`src/source/soc_periph_ao_pkg.sv`:
```
`default_nettype none

package soc_periph_ao_pkg;

  // ------------------------------
  // Bus and sequencer sizes
  // ------------------------------
  localparam int APB_ADDR_W = 12;
  localparam int APB_DATA_W = 32;
  localparam int APB_STRB_W = APB_DATA_W / 8;

  localparam int AUTO_RELEASE_CYCLES = 8;
  localparam int SEQ_CNT_W = $clog2(AUTO_RELEASE_CYCLES);

  // ------------------------------
  // Register map
  // ------------------------------
  localparam logic [APB_ADDR_W-1:0] ADDR_PART_CTRL   = 12'h000;
  localparam logic [APB_ADDR_W-1:0] ADDR_PART_STATUS = 12'h004;
  localparam logic [APB_ADDR_W-1:0] ADDR_REF_CLK_SEL = 12'h008;
  localparam logic [APB_ADDR_W-1:0] ADDR_IO_DRIVE    = 12'h00C;
  localparam logic [APB_ADDR_W-1:0] ADDR_IO_SCHMITT  = 12'h010;
  localparam logic [APB_ADDR_W-1:0] ADDR_IO_PULL     = 12'h014;
  localparam logic [APB_ADDR_W-1:0] ADDR_GPIO_PD_EN  = 12'h018;

  // Writable bits
  localparam logic [APB_DATA_W-1:0] MASK_PART_CTRL   = 32'h0000_001F;
  localparam logic [APB_DATA_W-1:0] MASK_REF_CLK_SEL = 32'h0000_0003;
  localparam logic [APB_DATA_W-1:0] MASK_IO_DRIVE    = 32'h0001_FFFF;
  localparam logic [APB_DATA_W-1:0] MASK_IO_SCHMITT  = 32'h0000_00FF;
  localparam logic [APB_DATA_W-1:0] MASK_IO_PULL     = 32'h0000_01FF;
  localparam logic [APB_DATA_W-1:0] MASK_GPIO_PD_EN  = 32'h0000_FFFF;

  localparam logic [APB_DATA_W-1:0] RST_REF_CLK_SEL = 32'h0000_0000;
  localparam logic [APB_DATA_W-1:0] RST_IO_DRIVE    = 32'h0000_0000;
  localparam logic [APB_DATA_W-1:0] RST_IO_SCHMITT  = 32'h0000_00FF;
  // Bootmode bit 0 pulled up out of reset
  localparam logic [APB_DATA_W-1:0] RST_IO_PULL     = 32'h0000_0040;
  localparam logic [APB_DATA_W-1:0] RST_GPIO_PD_EN  = 32'h0000_0000;

  // PART_CTRL bit positions
  localparam int CTRL_PERIPH_CLKEN = 0;
  localparam int CTRL_EMMC_CLKEN   = 1;
  localparam int CTRL_PERIPH_RST   = 2;
  localparam int CTRL_EMMC_RST     = 3;
  localparam int CTRL_FENCE_REQ    = 4;

  localparam logic [APB_DATA_W-1:0] PART_CTRL_CLKEN = 32'h0000_0003;
  localparam logic [APB_DATA_W-1:0] PART_CTRL_RUN   = 32'h0000_000F;

  // PART_STATUS bit positions
  localparam int STAT_IDLE_ACK = 0;
  localparam int STAT_IDLE_VAL = 1;
  localparam int STAT_SEQ_DONE = 2;

  // ------------------------------
  // Types
  // ------------------------------
  typedef enum logic [2:0] {
    REG_PART_CTRL,
    REG_PART_STATUS,
    REG_REF_CLK_SEL,
    REG_IO_DRIVE,
    REG_IO_SCHMITT,
    REG_IO_PULL,
    REG_GPIO_PD_EN,
    REG_NONE
  } reg_idx_e;

  typedef enum logic [1:0] {
    ST_HOLD,
    ST_CLKEN,
    ST_RUN
  } seq_state_e;

  typedef struct packed {
    logic [APB_ADDR_W-1:0] paddr;
    logic [APB_DATA_W-1:0] pwdata;
    logic                  pwrite;
    logic                  psel;
    logic                  penable;
    logic [APB_STRB_W-1:0] pstrb;
  } apb_req_t;

  typedef struct packed {
    logic                  pready;
    logic [APB_DATA_W-1:0] prdata;
    logic                  pslverr;
  } apb_rsp_t;

  typedef struct packed {
    reg_idx_e              idx;
    logic [APB_DATA_W-1:0] wdata;
    logic [APB_STRB_W-1:0] wstrb;
    logic                  en;
  } reg_wr_t;

  typedef struct packed {
    logic periph_clken;
    logic emmc_clken;
    logic periph_rst_n;
    logic emmc_rst_n;
    logic noc_idle_req;
    logic noc_clken;
    logic noc_rst_n;
  } part_out_t;

  typedef struct packed {
    logic [1:0]  ref_clk_sel_freq;
    logic [1:0]  jtag_drive;
    logic [1:0]  uart_drive;
    logic [1:0]  spi_drive;
    logic [1:0]  i2c_drive;
    logic [1:0]  gpio_drive;
    logic [1:0]  obs_drive;
    logic [1:0]  dft_drive;
    logic [2:0]  emmc_drive;
    logic        clk_schmitt;
    logic        rst_schmitt;
    logic        spi_schmitt;
    logic        uart_schmitt;
    logic        i2c_schmitt;
    logic        gpio_schmitt;
    logic        emmc_schmitt;
    logic        dft_schmitt;
    logic [3:0]  spi_sd_pd_en;
    logic        uart_cts_n_pd_en;
    logic        uart_rx_pd_en;
    logic [2:0]  bootmode_pull_en;
    logic [15:0] gpio_pd_en;
  } pad_cfg_t;

  // Byte-strobed write merge, bits outside the mask stay zero
  function automatic logic [APB_DATA_W-1:0] reg_merge(
    input logic [APB_DATA_W-1:0] old_val,
    input logic [APB_DATA_W-1:0] wdata,
    input logic [APB_STRB_W-1:0] wstrb,
    input logic [APB_DATA_W-1:0] mask
  );
    logic [APB_DATA_W-1:0] bit_en;
    for (int b = 0; b < APB_STRB_W; b++) begin
      bit_en[8*b +: 8] = {8{wstrb[b]}};
    end
    bit_en = bit_en & mask;
    return ((old_val & ~bit_en) | (wdata & bit_en)) & mask;
  endfunction

endpackage

`default_nettype wire

```
`src/source/apb_cfg_slave.sv`:
```
`default_nettype none

module apb_cfg_slave
  import soc_periph_ao_pkg::*;
(
  input  logic                  i_ref_clk,
  input  logic                  i_reset,

  input  apb_req_t              i_apb,
  output apb_rsp_t              o_apb,

  output reg_wr_t               o_wr,
  output reg_idx_e              o_idx,

  input  logic [APB_DATA_W-1:0] i_part_rdata,
  input  logic [APB_DATA_W-1:0] i_pad_rdata,
  input  logic                  i_idx_read_only
);

  logic                  setup_phase;
  logic                  access_phase;
  logic                  acc_err;
  logic                  err_q;
  logic [APB_DATA_W-1:0] rdata;
  reg_idx_e              idx;

  assign setup_phase  = i_apb.psel & ~i_apb.penable;
  assign access_phase = i_apb.psel & i_apb.penable;

  // ------------------------------
  // Address decode
  // ------------------------------
  always_comb begin
    case (i_apb.paddr)
      ADDR_PART_CTRL:   idx = REG_PART_CTRL;
      ADDR_PART_STATUS: idx = REG_PART_STATUS;
      ADDR_REF_CLK_SEL: idx = REG_REF_CLK_SEL;
      ADDR_IO_DRIVE:    idx = REG_IO_DRIVE;
      ADDR_IO_SCHMITT:  idx = REG_IO_SCHMITT;
      ADDR_IO_PULL:     idx = REG_IO_PULL;
      ADDR_GPIO_PD_EN:  idx = REG_GPIO_PD_EN;
      default:          idx = REG_NONE;
    endcase
  end

  assign o_idx = idx;

  // Unmapped or write to a read-only register
  assign acc_err = (idx == REG_NONE) | (i_apb.pwrite & i_idx_read_only);

  // Captured in setup, address is stable through the access phase
  always_ff @(posedge i_ref_clk) begin
    if (i_reset) begin
      err_q <= 1'b0;
    end else if (setup_phase) begin
      err_q <= acc_err;
    end
  end

  // ------------------------------
  // Write command
  // ------------------------------
  always_comb begin
    o_wr.idx   = idx;
    o_wr.wdata = i_apb.pwdata;
    o_wr.wstrb = i_apb.pstrb;
    o_wr.en    = access_phase & i_apb.pwrite & ~err_q;
  end

  // Read mux
  always_comb begin
    case (idx)
      REG_PART_CTRL,
      REG_PART_STATUS: rdata = i_part_rdata;
      REG_NONE:        rdata = '0;
      default:         rdata = i_pad_rdata;
    endcase
  end

  always_comb begin
    o_apb.pready  = access_phase;
    o_apb.prdata  = (access_phase & ~i_apb.pwrite) ? rdata : '0;
    o_apb.pslverr = access_phase & err_q;
  end

endmodule

`default_nettype wire

```
`src/source/partition_ctrl.sv`:
```
`default_nettype none

module partition_ctrl
  import soc_periph_ao_pkg::*;
(
  input  logic                  i_ref_clk,
  input  logic                  i_reset,

  input  reg_wr_t               i_wr,
  input  reg_idx_e              i_idx,
  output logic [APB_DATA_W-1:0] o_rdata,
  output logic                  o_read_only,

  input  logic                  i_noc_async_idle_ack,
  input  logic                  i_noc_async_idle_val,

  output part_out_t             o_part
);

  seq_state_e            state_q;
  logic [SEQ_CNT_W-1:0]  cnt_q;
  logic [APB_DATA_W-1:0] ctrl_q;
  logic [APB_DATA_W-1:0] status;
  logic                  seq_done;
  logic                  ctrl_wr;

  assign seq_done = (state_q == ST_RUN);

  // Software only owns PART_CTRL once released
  assign ctrl_wr = seq_done & i_wr.en & (i_wr.idx == REG_PART_CTRL);

  // ------------------------------
  // Release sequencer
  // ------------------------------
  always_ff @(posedge i_ref_clk) begin
    if (i_reset) begin
      state_q <= ST_HOLD;
      cnt_q   <= '0;
      ctrl_q  <= '0;
    end else begin
      case (state_q)
        ST_HOLD: begin
          cnt_q <= cnt_q + SEQ_CNT_W'(1);
          if (cnt_q == SEQ_CNT_W'(AUTO_RELEASE_CYCLES - 1)) begin
            state_q <= ST_CLKEN;
            ctrl_q  <= PART_CTRL_CLKEN;
          end
        end
        // Clocks run one cycle before resets lift
        ST_CLKEN: begin
          state_q <= ST_RUN;
          ctrl_q  <= PART_CTRL_RUN;
        end
        default: begin
          if (ctrl_wr) begin
            ctrl_q <= reg_merge(ctrl_q, i_wr.wdata, i_wr.wstrb, MASK_PART_CTRL);
          end
        end
      endcase
    end
  end

  // ------------------------------
  // Partition and fence outputs
  // ------------------------------
  always_comb begin
    o_part.periph_clken = ctrl_q[CTRL_PERIPH_CLKEN];
    o_part.emmc_clken   = ctrl_q[CTRL_EMMC_CLKEN];
    o_part.periph_rst_n = ctrl_q[CTRL_PERIPH_RST];
    o_part.emmc_rst_n   = ctrl_q[CTRL_EMMC_RST];
    o_part.noc_idle_req = ctrl_q[CTRL_FENCE_REQ];
    // NoC clock stops only behind an acknowledged fence
    o_part.noc_clken    = ctrl_q[CTRL_PERIPH_CLKEN]
                        | ~(ctrl_q[CTRL_FENCE_REQ] & i_noc_async_idle_ack);
    o_part.noc_rst_n    = ctrl_q[CTRL_PERIPH_RST];
  end

  always_comb begin
    status                = '0;
    status[STAT_IDLE_ACK] = i_noc_async_idle_ack;
    status[STAT_IDLE_VAL] = i_noc_async_idle_val;
    status[STAT_SEQ_DONE] = seq_done;
  end

  // Register read back
  always_comb begin
    case (i_idx)
      REG_PART_CTRL:   o_rdata = ctrl_q;
      REG_PART_STATUS: o_rdata = status;
      default:         o_rdata = '0;
    endcase
  end

  assign o_read_only = (i_idx == REG_PART_STATUS);

endmodule

`default_nettype wire

```
`src/source/pad_ctrl_regs.sv`:
```
`default_nettype none

module pad_ctrl_regs
  import soc_periph_ao_pkg::*;
(
  input  logic                  i_ref_clk,
  input  logic                  i_reset,

  input  reg_wr_t               i_wr,
  input  reg_idx_e              i_idx,
  output logic [APB_DATA_W-1:0] o_rdata,

  output pad_cfg_t              o_pad_cfg
);

  logic [APB_DATA_W-1:0] ref_clk_sel_q;
  logic [APB_DATA_W-1:0] io_drive_q;
  logic [APB_DATA_W-1:0] io_schmitt_q;
  logic [APB_DATA_W-1:0] io_pull_q;
  logic [APB_DATA_W-1:0] gpio_pd_en_q;

  // ------------------------------
  // Register file
  // ------------------------------
  always_ff @(posedge i_ref_clk) begin
    if (i_reset) begin
      ref_clk_sel_q <= RST_REF_CLK_SEL;
      io_drive_q    <= RST_IO_DRIVE;
      io_schmitt_q  <= RST_IO_SCHMITT;
      io_pull_q     <= RST_IO_PULL;
      gpio_pd_en_q  <= RST_GPIO_PD_EN;
    end else if (i_wr.en) begin
      case (i_wr.idx)
        REG_REF_CLK_SEL:
          ref_clk_sel_q <= reg_merge(ref_clk_sel_q, i_wr.wdata, i_wr.wstrb, MASK_REF_CLK_SEL);
        REG_IO_DRIVE:
          io_drive_q <= reg_merge(io_drive_q, i_wr.wdata, i_wr.wstrb, MASK_IO_DRIVE);
        REG_IO_SCHMITT:
          io_schmitt_q <= reg_merge(io_schmitt_q, i_wr.wdata, i_wr.wstrb, MASK_IO_SCHMITT);
        REG_IO_PULL:
          io_pull_q <= reg_merge(io_pull_q, i_wr.wdata, i_wr.wstrb, MASK_IO_PULL);
        REG_GPIO_PD_EN:
          gpio_pd_en_q <= reg_merge(gpio_pd_en_q, i_wr.wdata, i_wr.wstrb, MASK_GPIO_PD_EN);
        default: ;
      endcase
    end
  end

  always_comb begin
    case (i_idx)
      REG_REF_CLK_SEL: o_rdata = ref_clk_sel_q;
      REG_IO_DRIVE:    o_rdata = io_drive_q;
      REG_IO_SCHMITT:  o_rdata = io_schmitt_q;
      REG_IO_PULL:     o_rdata = io_pull_q;
      REG_GPIO_PD_EN:  o_rdata = gpio_pd_en_q;
      default:         o_rdata = '0;
    endcase
  end

  // ------------------------------
  // Pad field unpacking
  // ------------------------------
  always_comb begin
    o_pad_cfg.ref_clk_sel_freq = ref_clk_sel_q[1:0];

    o_pad_cfg.jtag_drive = io_drive_q[1:0];
    o_pad_cfg.uart_drive = io_drive_q[3:2];
    o_pad_cfg.spi_drive  = io_drive_q[5:4];
    o_pad_cfg.i2c_drive  = io_drive_q[7:6];
    o_pad_cfg.gpio_drive = io_drive_q[9:8];
    o_pad_cfg.obs_drive  = io_drive_q[11:10];
    o_pad_cfg.dft_drive  = io_drive_q[13:12];
    o_pad_cfg.emmc_drive = io_drive_q[16:14];

    o_pad_cfg.clk_schmitt  = io_schmitt_q[0];
    o_pad_cfg.rst_schmitt  = io_schmitt_q[1];
    o_pad_cfg.spi_schmitt  = io_schmitt_q[2];
    o_pad_cfg.uart_schmitt = io_schmitt_q[3];
    o_pad_cfg.i2c_schmitt  = io_schmitt_q[4];
    o_pad_cfg.gpio_schmitt = io_schmitt_q[5];
    o_pad_cfg.emmc_schmitt = io_schmitt_q[6];
    o_pad_cfg.dft_schmitt  = io_schmitt_q[7];

    // Bootmode 0 is a pull-up, the rest pull down
    o_pad_cfg.spi_sd_pd_en     = io_pull_q[3:0];
    o_pad_cfg.uart_cts_n_pd_en = io_pull_q[4];
    o_pad_cfg.uart_rx_pd_en    = io_pull_q[5];
    o_pad_cfg.bootmode_pull_en = io_pull_q[8:6];

    o_pad_cfg.gpio_pd_en = gpio_pd_en_q[15:0];
  end

endmodule

`default_nettype wire

```
`src/source/soc_periph_ao.sv`:
```
`default_nettype none

module soc_periph_ao
  import soc_periph_ao_pkg::*;
(
  input  logic      i_ref_clk,
  input  logic      i_reset,

  // Config APB
  input  apb_req_t  i_cfg_apb,
  output apb_rsp_t  o_cfg_apb,

  // NoC fence
  input  logic      i_noc_async_idle_ack,
  input  logic      i_noc_async_idle_val,

  output part_out_t o_part,
  output pad_cfg_t  o_pad_cfg
);

  reg_wr_t               cfg_wr;
  reg_idx_e              cfg_idx;
  logic [APB_DATA_W-1:0] part_rdata;
  logic [APB_DATA_W-1:0] pad_rdata;
  logic                  idx_read_only;

  apb_cfg_slave u_apb_cfg_slave (
    .i_ref_clk       (i_ref_clk),
    .i_reset         (i_reset),
    .i_apb           (i_cfg_apb),
    .o_apb           (o_cfg_apb),
    .o_wr            (cfg_wr),
    .o_idx           (cfg_idx),
    .i_part_rdata    (part_rdata),
    .i_pad_rdata     (pad_rdata),
    .i_idx_read_only (idx_read_only)
  );

  partition_ctrl u_partition_ctrl (
    .i_ref_clk            (i_ref_clk),
    .i_reset              (i_reset),
    .i_wr                 (cfg_wr),
    .i_idx                (cfg_idx),
    .o_rdata              (part_rdata),
    .o_read_only          (idx_read_only),
    .i_noc_async_idle_ack (i_noc_async_idle_ack),
    .i_noc_async_idle_val (i_noc_async_idle_val),
    .o_part               (o_part)
  );

  pad_ctrl_regs u_pad_ctrl_regs (
    .i_ref_clk (i_ref_clk),
    .i_reset   (i_reset),
    .i_wr      (cfg_wr),
    .i_idx     (cfg_idx),
    .o_rdata   (pad_rdata),
    .o_pad_cfg (o_pad_cfg)
  );

endmodule

`default_nettype wire

```
`config.mk`:
```
export PLATFORM = sky130hd
export DESIGN_NAME = soc_periph_ao
export DESIGN_NICKNAME = d
export VERILOG_FILES = /design/src/source/soc_periph_ao_pkg.sv /design/src/source/apb_cfg_slave.sv /design/src/source/partition_ctrl.sv /design/src/source/pad_ctrl_regs.sv /design/src/source/soc_periph_ao.sv
export SDC_FILE = /design/constraint.sdc
export NUM_CORES = 1
export LEC_CHECK = 0
export BUFFER_PORTS_ARGS = -buffer_cell sky130_fd_sc_hd__buf_4
export CELL_PAD_IN_SITES_DETAIL_PLACEMENT = 1
export CELL_PAD_IN_SITES_GLOBAL_PLACEMENT = 2
export CORE_AREA = 2 2 90 178
export CTS_CLUSTER_SIZE = 20
export DETAILED_ROUTE_END_ITERATION = 6
export DIE_AREA = 0 0 92 180
export GPL_TIMING_DRIVEN = 0
export PLACE_DENSITY = 0.87
export REMOVE_ABC_BUFFERS = 1
export SLEW_MARGIN = 5
export SYNTH_ARGS = -nofsm -noshare
export SYNTH_HDL_FRONTEND = slang
export SYNTH_HIERARCHICAL = 1
export SYNTH_SLANG_ARGS = --single-unit
```
`constraint.sdc`:
```
create_clock -name i_ref_clk -period 8.1 [get_ports i_ref_clk]
set_input_delay 1.62 -clock i_ref_clk [delete_from_list [all_inputs] [get_ports i_ref_clk]]
set_output_delay 1.62 -clock i_ref_clk [all_outputs]
set_load 0.02 [all_outputs]
```
==> summary by stage <==
Status
The run finished with clean final reports.

Placement
The weighted congestion reported at the end of routability-driven placement is ~0.74. The pre-CTS worst setup slack is 0.700 ns. After legalization and detailed placement, the total HPWL measured between 10 and 15 mm. The total placed instance area is around 0.0053 sq mm.

Buffers placed on the I/O ports in this run total ~130. The number of placed instances, taps included is between 800 and 900.

CTS
The number of hold buffers added after CTS is 0. The clock latency on the worst-skew pair is roughly 0.33 ns. In this run the clock root is driven by a sky130_fd_sc_hd__clkbuf_16. The number of gates resized after CTS was 0. The number of setup buffers added after CTS is 0. The count of clock tree sinks is 63. TritonCTS built the clock tree. The post-CTS clock slew at the launch and capture registers of the worst setup and hold paths is roughly 0.050 ns. The H-tree depth reported by CTS is 3. The clock passes through at most 2 buffers.

In this run, CTS created clock tree buffers numbering 9.

Layout
At the end of the flow, the number of nets in the layout was 675. 0 antenna diodes ended up in the layout. From synthesis to final layout, the design area changed by 21.7%. Of the cells placed in the final design, the portion with a size suffix greater than 1 is between 30% and 40%.

After routing the design area is around 0.0057 sq mm. The final non-filler cell total is about 800. At the end of the flow the core is filled with cells to between 30% and 40%.

Detailed routing
After detailed routing, the average wire length per cell comes to about 19 microns. Wires add up to 15.2 mm. The number of antenna-violating nets in the routed design is 0. The detailed-route vias per instance is between 5 and 6. The overall via count from detail_route is about 4100.

For this run, design rule violations remaining after detail routing come to 0. The pre-antenna-repair detailed-routing pass consisted of 4 iterations. For this block, the initial DRC count from the detailed router was ~140.

Global routing
In the global route stage, overall resource usage came out at between 10% and 20%. The number of global-route vias before repair is ~4500. Global routing finished with a remaining overflow of 0. The initial antenna violation count is 0. The first global-routing pass estimated about 25 mm of wire.

Entering global routing, the biggest net connects roughly 90 pins.

STA
The number of slew-limit violations in the final report was 0. The relative slew slack is about 17%. Setup violations remaining at the end of the flow were counted as 0.

The total negative setup slack is 0 ns. The final worst slack is 1.37 ns. For the final database, setup skew stands at 0.00573 ns.

The count of endpoints failing hold in the final timing report was 0. The worst path in the final design needs a cycle of roughly 6.7 ns, including I/O delays and setup. Dividing the final minimum period by the clock period gives between 80 and 90%. The final worst hold slack is approximately 0.50 ns. Setup repair after global routing left no endpoint under its margin.

At the pin with the least slew margin, the transition time is between 1 and 1.5 ns. Timing would allow up to approximately 150 MHz.

Pwr
For this design the static power due to leakage is around 2.5 nW. The power density relative to cell area is ~140 mW/mm^2. Power comes to 811 uW. Across the VDD grid, the largest voltage drop is between 0.1 and 0.15 mV.

Floorplan
The floorplan step defined a core boundary enclosing around 0.015 sq mm. After floorplanning, the core was divided into between 60 and 70 placement rows. Once the floorplan was initialized, standard cells occupied 30.7% of the core.

The die covers around 0.017 sq mm. In this run the horizontal extent of the chip is roughly 90 microns. The floorplan step set the die height to roughly 180 microns. In this run the count of I/O pins placed on the die edge is about 150.

Critical path
The count of buffering cells on the critical path with inverters included is 4. The kind of cell adding the most delay to the critical path is buffers and inverters. At the worst endpoint, the required time is around 6.5 ns. The maximum fanout along the worst path is 33. The delay contributed by the slowest stage of the critical path is approximately 0.82 ns.

STA classifies the critical path endpoint as a primary output. The slowest stage of the critical path is the sky130_fd_sc_hd__inv_1 cell. STA classifies the critical path startpoint as a primary input. The critical path is of the primary input to primary output type. At the worst endpoint, the arrival time is around 5.1 ns. The signal on the critical path passes through buf_4 -> inv_1 -> nand4_1 -> buf_8 -> nand2b_1 -> o211ai_1 -> o22ai_1 -> a211oi_2 -> buf_4.

The most numerous cell type found on the critical path is sky130_fd_sc_hd__buf_4.

Synthesis
Averaged over all synthesized cells, the footprint is 8.61 sq um. The number of instances in the synthesized netlist is 542. The synthesized netlist occupies a cell area of ~0.0047 sq mm.

The count of yosys warnings during synthesis is 6.

Run
The number of maximum-capacitance constraint violations is 0.

Hold path
The worst hold path class is flip-flop to flip-flop.
[final timing paths]
| path | end | slack [ns] | depth (start not counted) | startpoint |
|---|---|---|---|---|
| worst max-delay path | o_cfg_apb[3] | 1.37 | 9 | i_cfg_apb[42] |
| worst max register to register | flip-flop | 6.21 | 4 | u_apb_cfg_slave/err_q |
| worst min register to register | flip-flop | 0.50 | 2 | flip-flop |
| worst min-delay path | flip-flop | 0.50 | 2 | flip-flop |
[power breakdown]
part | total [mW] | internal [mW] | switching, mW
Clock | 0.422 | 0.277 | 0.145
Combinational | 0.0753 | 0.0309 | 0.0445
Sequential | 0.314 | 0.312 | 0.00158
Total | 0.811 | 0.620 | 0.191
[worst min-delay path, cell delays in order, from the launching register on]
cell,delay [ns]
sky130_fd_sc_hd__dfxtp_1,0.32
sky130_fd_sc_hd__nand2b_1,0.07
sky130_fd_sc_hd__mux2i_1,0.06
[per-layer routing]
metal	wire length, microns	up-vias	track usage [%]
met5	0	-	0
met4	627	0	9.01
met3	420	38	2.14
met2	8570	114	36.1
met1	5590	2018	19.7
li1	-	1960	-
[cells in the final DEF, fill, tap and decap left out, types with 3 or more instances in the layout]
| cell type | instances |
|---|---|
| sky130_fd_sc_hd__nand2b_1 | 59 |
| sky130_fd_sc_hd__clkinv_2 | 3 |
| sky130_fd_sc_hd__a21oi_1 | 10 |
| sky130_fd_sc_hd__inv_1 | 4 |
| sky130_fd_sc_hd__nor3_1 | 4 |
| sky130_fd_sc_hd__dfxtp_1 | 63 |
| sky130_fd_sc_hd__clkbuf_16 | 9 |
| sky130_fd_sc_hd__or2_2 | 3 |
| sky130_fd_sc_hd__nor2b_1 | 13 |
| sky130_fd_sc_hd__and3b_1 | 5 |
| sky130_fd_sc_hd__a211oi_1 | 6 |
| sky130_fd_sc_hd__a211oi_2 | 30 |
| sky130_fd_sc_hd__buf_4 | 132 |
| sky130_fd_sc_hd__o22ai_1 | 34 |
| sky130_fd_sc_hd__nand3_1 | 15 |
| sky130_fd_sc_hd__a22oi_1 | 9 |
| sky130_fd_sc_hd__and2_1 | 5 |
| sky130_fd_sc_hd__nor2_1 | 21 |
| sky130_fd_sc_hd__o211ai_1 | 7 |
| sky130_fd_sc_hd__mux2i_1 | 61 |
| sky130_fd_sc_hd__o21ai_0 | 4 |
| sky130_fd_sc_hd__nand2_1 | 47 |
| sky130_fd_sc_hd__conb_1 | 42 |
[layout make-up]
type	count	area, sq um
well taps	198	248
repair buffers	133	1010
clock inverters	6	83.8
flip-flops and latches	63	1260
clock buffers	10	239
fillers	1855	9540
inverters	4	15.0
multi-input cells	407	2820
Power figures use the tool's default switching activity.
